--- src/uart_params.svh ---
`ifndef UART_PARAMS_SVH
`define UART_PARAMS_SVH

// Register offsets on the APB side.
`define UART_ADDR_DATA   8'h00
`define UART_ADDR_STATUS 8'h04
`define UART_ADDR_DIV    8'h08

// 27 MHz / 115200 baud.
`define UART_DEFAULT_DIV 16'd234

// Transmit queue depth as a power of two up to 16.
`define UART_FIFO_DEPTH  16

`endif
--- src/uartPkg.sv ---
`default_nettype none

package uartPkg;

    typedef logic [7:0]  txByte_t;
    typedef logic [15:0] divisor_t;    // Clock cycles per bit from 2 up.
    typedef logic [4:0]  fifoLevel_t;  // Covers a depth of up to 16.

    typedef enum logic [2:0] {
        IDLE,
        START,
        DATA,
        STOP,
        GUARD
    } txState_e;

    typedef struct packed {
        logic        psel;
        logic        penable;
        logic        pwrite;
        logic [7:0]  paddr;
        logic [31:0] pwdata;
    } apbReq_t;

    typedef struct packed {
        logic [31:0] prdata;
        logic        pready;
        logic        pslverr;
    } apbRsp_t;

    typedef struct packed {
        logic       busy;
        logic       full;
        logic       empty;
        fifoLevel_t level;
    } uartStatus_t;

endpackage

`default_nettype wire

--- src/uartTx.sv ---
`timescale 1ns/1ns
`default_nettype none

module uartTx (
    input  logic             clk,
    input  logic             rst,
    input  uartPkg::apbReq_t apbReq,
    output uartPkg::apbRsp_t apbRsp,
    output logic             txd
);
    import uartPkg::*;

    logic        push;
    txByte_t     pushData;
    logic        pop;
    txByte_t     popData;
    logic        full;
    logic        empty;
    fifoLevel_t  level;
    logic        load;
    logic        shift;
    logic        start;
    logic        tick;
    logic        busy;
    divisor_t    divisor;
    uartStatus_t status;

    assign status = '{busy: busy, full: full, empty: empty, level: level};

    apbUartRegs uRegs (
        .clk      (clk),
        .rst      (rst),
        .apbReq   (apbReq),
        .apbRsp   (apbRsp),
        .status   (status),
        .full     (full),
        .push     (push),
        .pushData (pushData),
        .divisor  (divisor)
    );

    txFifo uFifo (
        .clk      (clk),
        .rst      (rst),
        .push     (push),
        .pushData (pushData),
        .pop      (pop),
        .popData  (popData),
        .full     (full),
        .empty    (empty),
        .level    (level)
    );

    txFsm uFsm (
        .clk   (clk),
        .rst   (rst),
        .empty (empty),
        .tick  (tick),
        .pop   (pop),
        .load  (load),
        .start (start),
        .shift (shift),
        .busy  (busy)
    );

    baudTimer uTimer (
        .clk     (clk),
        .rst     (rst),
        .start   (start),
        .divisor (divisor),
        .tick    (tick)
    );

    txShifter uShifter (
        .clk      (clk),
        .rst      (rst),
        .load     (load),
        .shift    (shift),
        .loadData (popData),
        .txd      (txd)
    );

endmodule

`default_nettype wire

--- src/apbUartRegs.sv ---
`timescale 1ns/1ns
`default_nettype none
`include "uart_params.svh"

module apbUartRegs (
    input  logic                 clk,
    input  logic                 rst,
    input  uartPkg::apbReq_t     apbReq,
    output uartPkg::apbRsp_t     apbRsp,
    input  uartPkg::uartStatus_t status,
    input  logic                 full,
    output logic                 push,
    output uartPkg::txByte_t     pushData,
    output uartPkg::divisor_t    divisor
);
    import uartPkg::*;

    localparam divisor_t MIN_DIV = divisor_t'(2);

    logic        access;
    logic        isData;
    logic        isStatus;
    logic        isDiv;
    logic        mapped;
    logic        slvErr;
    logic [31:0] rdData;
    divisor_t    wrDiv;

    assign access   = apbReq.psel && apbReq.penable;
    assign isData   = (apbReq.paddr == `UART_ADDR_DATA);
    assign isStatus = (apbReq.paddr == `UART_ADDR_STATUS);
    assign isDiv    = (apbReq.paddr == `UART_ADDR_DIV);
    assign mapped   = isData || isStatus || isDiv;

    // Byte is dropped when the queue is full.
    assign push     = access && apbReq.pwrite && isData && !full;
    assign pushData = apbReq.pwdata[7:0];

    assign wrDiv = divisor_t'(apbReq.pwdata);

    always_ff @(posedge clk) begin
        if (rst) begin
            divisor <= divisor_t'(`UART_DEFAULT_DIV);
        end else if (access && apbReq.pwrite && isDiv) begin
            divisor <= (wrDiv < MIN_DIV) ? MIN_DIV : wrDiv;  // Clamp to 2.
        end
    end

    always_comb begin
        rdData = '0;
        if (access && !apbReq.pwrite) begin
            case (apbReq.paddr)
                `UART_ADDR_STATUS: rdData = 32'(status);
                `UART_ADDR_DIV:    rdData = 32'(divisor);
                default:           rdData = '0;  // DATA reads as zero.
            endcase
        end
    end

    assign slvErr = access && (!mapped || (apbReq.pwrite && isData && full));

    // No wait states.
    assign apbRsp = '{prdata: rdData, pready: 1'b1, pslverr: slvErr};

endmodule

`default_nettype wire

--- src/txFifo.sv ---
`timescale 1ns/1ns
`default_nettype none
`include "uart_params.svh"

module txFifo #(
    parameter int DEPTH = `UART_FIFO_DEPTH
) (
    input  logic                clk,
    input  logic                rst,
    input  logic                push,
    input  uartPkg::txByte_t    pushData,
    input  logic                pop,
    output uartPkg::txByte_t    popData,
    output logic                full,
    output logic                empty,
    output uartPkg::fifoLevel_t level
);
    import uartPkg::*;

    localparam int AW = (DEPTH > 1) ? $clog2(DEPTH) : 1;

    txByte_t        mem [DEPTH];
    logic [AW-1:0]  wrPtr;
    logic [AW-1:0]  rdPtr;
    fifoLevel_t     count;
    logic           doPush;
    logic           doPop;

    assign doPush = push && !full;
    assign doPop  = pop && !empty;

    always_ff @(posedge clk) begin
        if (doPush) begin
            mem[wrPtr] <= pushData;
        end
    end

    // Pointers wrap naturally for power-of-two depths.
    always_ff @(posedge clk) begin
        if (rst) begin
            wrPtr <= '0;
            rdPtr <= '0;
            count <= '0;
        end else begin
            if (doPush) begin
                wrPtr <= wrPtr + 1'b1;
            end
            if (doPop) begin
                rdPtr <= rdPtr + 1'b1;
            end
            if (doPush && !doPop) begin
                count <= count + fifoLevel_t'(1);
            end else if (doPop && !doPush) begin
                count <= count - fifoLevel_t'(1);
            end
        end
    end

    assign popData = mem[rdPtr];  // Head byte, valid with pop.
    assign full    = (count == fifoLevel_t'(DEPTH));
    assign empty   = (count == '0);
    assign level   = count;

endmodule

`default_nettype wire

--- src/txShifter.sv ---
`timescale 1ns/1ns
`default_nettype none

module txShifter (
    input  logic            clk,
    input  logic            rst,
    input  logic            load,
    input  logic            shift,
    input  uartPkg::txByte_t loadData,
    output logic            txd
);
    logic [9:0] frame;

    // Frame is stop, data MSB..LSB, start; sent from bit 0.
    always_ff @(posedge clk) begin
        if (rst) begin
            frame <= '1;
        end else if (load) begin
            frame <= {1'b1, loadData, 1'b0};
        end else if (shift) begin
            frame <= {1'b1, frame[9:1]};  // Fill with idle level.
        end
    end

    // Registered output keeps the line glitch free.
    always_ff @(posedge clk) begin
        if (rst) begin
            txd <= 1'b1;
        end else begin
            txd <= frame[0];
        end
    end

endmodule

`default_nettype wire

--- src/txFsm.sv ---
`timescale 1ns/1ns
`default_nettype none

module txFsm (
    input  logic clk,
    input  logic rst,
    input  logic empty,
    input  logic tick,
    output logic pop,
    output logic load,
    output logic start,
    output logic shift,
    output logic busy
);
    import uartPkg::*;

    txState_e   state;
    txState_e   nextState;
    logic [2:0] bitCnt;  // Data bit index.

    always_ff @(posedge clk) begin
        if (rst) begin
            state  <= IDLE;
            bitCnt <= '0;
        end else begin
            state <= nextState;
            if (state == START && tick) begin
                bitCnt <= '0;
            end else if (state == DATA && tick) begin
                bitCnt <= bitCnt + 3'd1;
            end
        end
    end

    always_comb begin
        nextState = state;
        pop       = 1'b0;
        load      = 1'b0;
        start     = 1'b0;
        shift     = 1'b0;
        case (state)
            IDLE: begin
                if (!empty) begin
                    pop       = 1'b1;
                    load      = 1'b1;
                    start     = 1'b1;
                    nextState = START;
                end
            end
            START: begin
                shift = tick;
                if (tick) begin
                    nextState = DATA;
                end
            end
            DATA: begin
                shift = tick;
                if (tick && bitCnt == 3'd7) begin
                    nextState = STOP;
                end
            end
            STOP: begin
                shift = tick;
                if (tick) begin
                    nextState = GUARD;
                end
            end
            GUARD: begin
                nextState = IDLE;  // One cycle of extra line idle.
            end
            default: begin
                nextState = IDLE;
            end
        endcase
    end

    assign busy = (state != IDLE);

endmodule

`default_nettype wire

--- src/baudTimer.sv ---
`timescale 1ns/1ns
`default_nettype none

module baudTimer (
    input  logic            clk,
    input  logic            rst,
    input  logic            start,
    input  uartPkg::divisor_t divisor,
    output logic            tick
);
    import uartPkg::*;

    localparam logic [3:0] FRAME_BITS = 4'd10;

    divisor_t   count;
    logic [3:0] bitsLeft;  // Bit periods left in the frame.
    logic       running;

    assign running = (bitsLeft != 4'd0);
    assign tick    = running && (count == '0);  // Last cycle of a bit.

    always_ff @(posedge clk) begin
        if (rst) begin
            count    <= '0;
            bitsLeft <= '0;
        end else if (start) begin
            count    <= divisor - divisor_t'(1);
            bitsLeft <= FRAME_BITS;
        end else if (tick) begin
            count    <= divisor - divisor_t'(1);  // New divisor applies here.
            bitsLeft <= bitsLeft - 4'd1;
        end else if (running) begin
            count    <= count - divisor_t'(1);
        end
    end

endmodule

`default_nettype wire

--- config.mk ---
export PLATFORM = sky130hd
export DESIGN_NAME = uartTx
export DESIGN_NICKNAME = d
export VERILOG_FILES = /design/src/uartPkg.sv /design/src/uartTx.sv /design/src/apbUartRegs.sv /design/src/txFifo.sv /design/src/txShifter.sv /design/src/txFsm.sv /design/src/baudTimer.sv
export VERILOG_INCLUDE_DIRS = /design/src
export SDC_FILE = /design/constraint.sdc
export NUM_CORES = 1
export LEC_CHECK = 0
export BUFFER_PORTS_ARGS = -buffer_cell sky130_fd_sc_hd__buf_2
export CORE_MARGIN = 2
export CORE_UTILIZATION = 50
export DETAILED_ROUTE_END_ITERATION = 8
export PLACE_DENSITY_LB_ADDON = 0.3
export SLEW_MARGIN = 20
export SYNTH_ARGS = -nofsm -noshare
export SYNTH_HDL_FRONTEND = slang
export SYNTH_SLANG_ARGS = --single-unit
export TNS_END_PERCENT = 1
--- constraint.sdc ---
create_clock -name clk -period 2.9 [get_ports clk]
set_clock_uncertainty 0.15 [all_clocks]
set_input_delay 0.29 -clock clk [delete_from_list [all_inputs] [get_ports clk]]
set_output_delay 0.29 -clock clk [all_outputs]
set_load 0.05 [all_outputs]
==> summary.txt <==
Power
  – VDD IR max: around 0.63 mV
  – P per Cell Area: 786 nW/um2
  – Leakage: between 3 and 4 nW
  – Total design power: ~8.0 mW

Logic synthesis
  – Distinct cells, synth: 55
  – Compound-cell area share of the yosys netlist: 6.95%
  – Sequential fraction of the synthesis area: 59.2%
  – XOR/XNOR Fraction of Synth Area: 3.97%
  – Flip-flop and latch count after synthesis: between 150 and 200
  – Main synth FF type: edfxtp_1
  – Mux cell area share after synthesis: 9.88%
  – Post-Synth Adder-Cell Area: roughly 2.5%
  – Async set-reset flop share out of synthesis: 0%
  – Largest family of logic cells by synthesized area: simple AND/OR/NAND/NOR gates
  – Post-Synth Simple-Gate Area: 13.6%
  – Mapped Cells: 707
  – Post-synth EDFFs: 128
  – Synth Cell Area: about 8800 um2
  – Avg Inst Size Synth: 12.5 um2
  – Synth warn: 0

Global route
  – Global-route wire length before repair: 30,300 um
  – Pin count of the biggest net entering global routing: 60
  – Initial antenna violation count: 0
  – All-layer global routing usage: 21.7%
  – Vias in the first global route: 5,709
  – Total grt overflow: 0

Floorplan
  – Boundary Pins: 80
  – Vert. Die Dim: 137 um
  – Core ar.: between 15,000 and 20,000 um2
  – Rows: 48
  – Initial Util: 51.0%
  – Die area: 18,700 um2
  – Die Wd: 137 um

Placement
  – Port bufs: 46
  – Final RePlAce weighted congestion: 0.831
  – Post-DP HPWL: 13,400 um
  – Cell Area, Placed: 9500 um2

Final layout
  – Post-route cell area: slightly above 10,000 um2
  – Filler cells: 1,356
  – Post-Route Utilization: 59.2%
  – Area grow syn2layout: 16.1%
  – Commonest non-fill, non-tap cell in the layout: edfxtp_1
  – # diodes: 0
  – NumNets Final: 850
  – Most frequent cells in the layout: 128 x edfxtp_1, 72 x nor2_1, 68 x dfxtp_1, 58 x nand2_1
  – Share of cells above drive strength 1: 23.1%

Worst setup path
  – Crit path capture type: flop
  – Worst R2R Start: uTimer.count[7]$_SDFFE_PP0P_
  – Kind of critical path: reg2reg
  – Critical Path AT: about 3.0 ns
  – Worst EP required: 3.06 ns
  – Max FO, Critical Path: 9
  – FF-to-FF path depth: 5
  – R2r setup slk: ~0.067 ns
  – R2R Path End: uShifter.frame[4]$_SDFFE_PP1P_
  – Startpoint Class: flop

Timing
  – Setup violators final: 0
  – Count of final hold-check violations: 0
  – Min cycle time layout: 2.83 ns
  – Tcrit/Tclk final: a little over nine tenths
  – Max Slew Vio Count: 0
  – Fmax: 353 MHz
  – RSZ-0062 raised after global routing: no
  – Max-slew headroom: 49.6%
  – Worst Tran Pin Value: 0.754 ns

Route
  – Remaining DRCs: 0
  – Via count: 5,825
  – WL final: 19,600 um
  – Pre-Repair DR Iteration Count: 5
  – Vias/cell: 5.68
  – Final ANT Viol Nets: 0
  – DRT iter0 DRCs: 430
  – Avg WL per Cell: 19.1 um

Clocking
  – Root buffer cell: clkbuf_16
  – CTS tree: yes
  – Worst-path clk slew: 0.08 ns
  – Clock insertion delay at the later pin of the skew report: 0.44 ns
  – Clk sinks: 197
  – Cts bufs inserted: 17
  – H-tree Lvls: 4
  – CTS max path bufs: 2

Job
  – Max_cap viols: 0

Hold path
  – Worst Hold End: uFifo.mem[7][2]$_DFFE_PP_
  – HP Class: in2reg
  – Worst hold path startpoint: apbReq[2]
  – Cells on Worst Hold Path: 1

Outcome
  – Status: complete, no violations
## logic make-up (layout without fill, tap and decap cells)
logic type | after synthesis | count (layout)
AOI/OAI and AO/OA | 93 | 93
xor gates and xnor gates | 40 | 40
adders and majority gates | 17 | 17
buffers and inverters | 71 | 150
DFF | 197 | 197
muxes | 46 | 46
other | 2 | 17
and+or+nand+nor | 241 | 241
## routing by layer
layer | vias up | global-route usage, % | routed length, um
li1 | 2758 | - | -
met1 | 2886 | 28.9 | 8430
met2 | 160 | 36.6 | 9940
met3 | 21 | 4.19 | 895
met4 | 0 | 5.73 | 296
met5 | - | 0 | 0
## layout make-up
class                           count  area, um2  share of cell area (%)
Clock buffer                       18        439                    4.29
Clock inverter                     14        203                    1.98
Inverter                           17       63.8                   0.623
Multi-Input combinational cell    454       3360                    32.8
Sequential cell                   197       5230                    51.0
Tap cell                          225        282                    2.75
Timing Repair Buffer              101        676                    6.60
## worst max-delay path, stage by stage (launching register included)
cell	delay, ns
dfxtp_1	0.36
or4_4	0.58
or4_4	0.48
or4_4	0.63
mux2_4	0.34
o32a_1	0.17
## worst max path at each step
stage,from,to,slack (ns),cells after the start
3_3_place_gp,apbReq[37],uFifo.level[4]$_SDFFE_PP0P_,0.11,12
4_1_cts,uTimer.count[0]$_SDFFE_PP0P_,uTimer.count[15]$_SDFFE_PP0P_,0.03,8
3_5_place_dp,apbReq[37],uFifo.level[4]$_SDFFE_PP0P_,-0.07,12
2_1_floorplan,apbReq[37],uFifo.level[4]$_SDFFE_PP0P_,0.03,11
6_report,uTimer.count[7]$_SDFFE_PP0P_,uShifter.frame[4]$_SDFFE_PP1P_,0.07,5
5_1_grt,uFsm.state[2]$_SDFFE_PP0P_,uFifo.level[4]$_SDFFE_PP0P_,0.004,11
## synthesized netlist by cell type, types with 16 or more instances
cell      number  area [um2]
nand2_1       58         218
clkbuf_1      30         113
buf_4         18         135
a21oi_1       27         135
nor2_1        72         270
xnor2_1       26         228
nand3_1       18        90.1
mux4_2        32         721
ha_1          16         200
dfxtp_1       69        1380
nor3_1        22         110
a211oi_1      19         143
edfxtp_1     128        3840
## per-stage QoR
step	setup TNS (ns)	setup slack, ns	hold WS [ns]	instances
floorplan	0	0.0316	0.239	722
global placement	0	0.108	0.307	986
detailed placement	-0.0730	-0.0730	0.303	986
CTS	0	0.0345	0.115	1026
global route	0	0.00421	0.130	1026
finish	0	0.0673	0.127	1026
## power by group
group,internal [mW],switching (mW),total (mW)
logic,1.00,1.17,2.18
clock network,1.35,1.14,2.50
registers,3.19,0.183,3.37
total,5.55,2.50,8.05
## sequential cells by signal (all words and copies together) (netlist names), named ones only
name,flops
uFsm.bitCnt,3
uShifter.txd,1
uFifo.wrPtr,4
uRegs.divisor,16
uFsm.state,3
uTimer.bitsLeft,4
uFifo.level,5
uFifo.mem,128
uFifo.rdPtr,4
uShifter.frame,9
uTimer.count,16
## timing repair
item / CTS / global route
hold buffers: 8 / 0
endpoints found under the hold margin: 8 / 0
resized for setup: 1 / 6
buffers inserted: 0 / 0
setup endpoints to repair: 1 / 16
No activity file was read; power rests on OpenSTA's default activity.
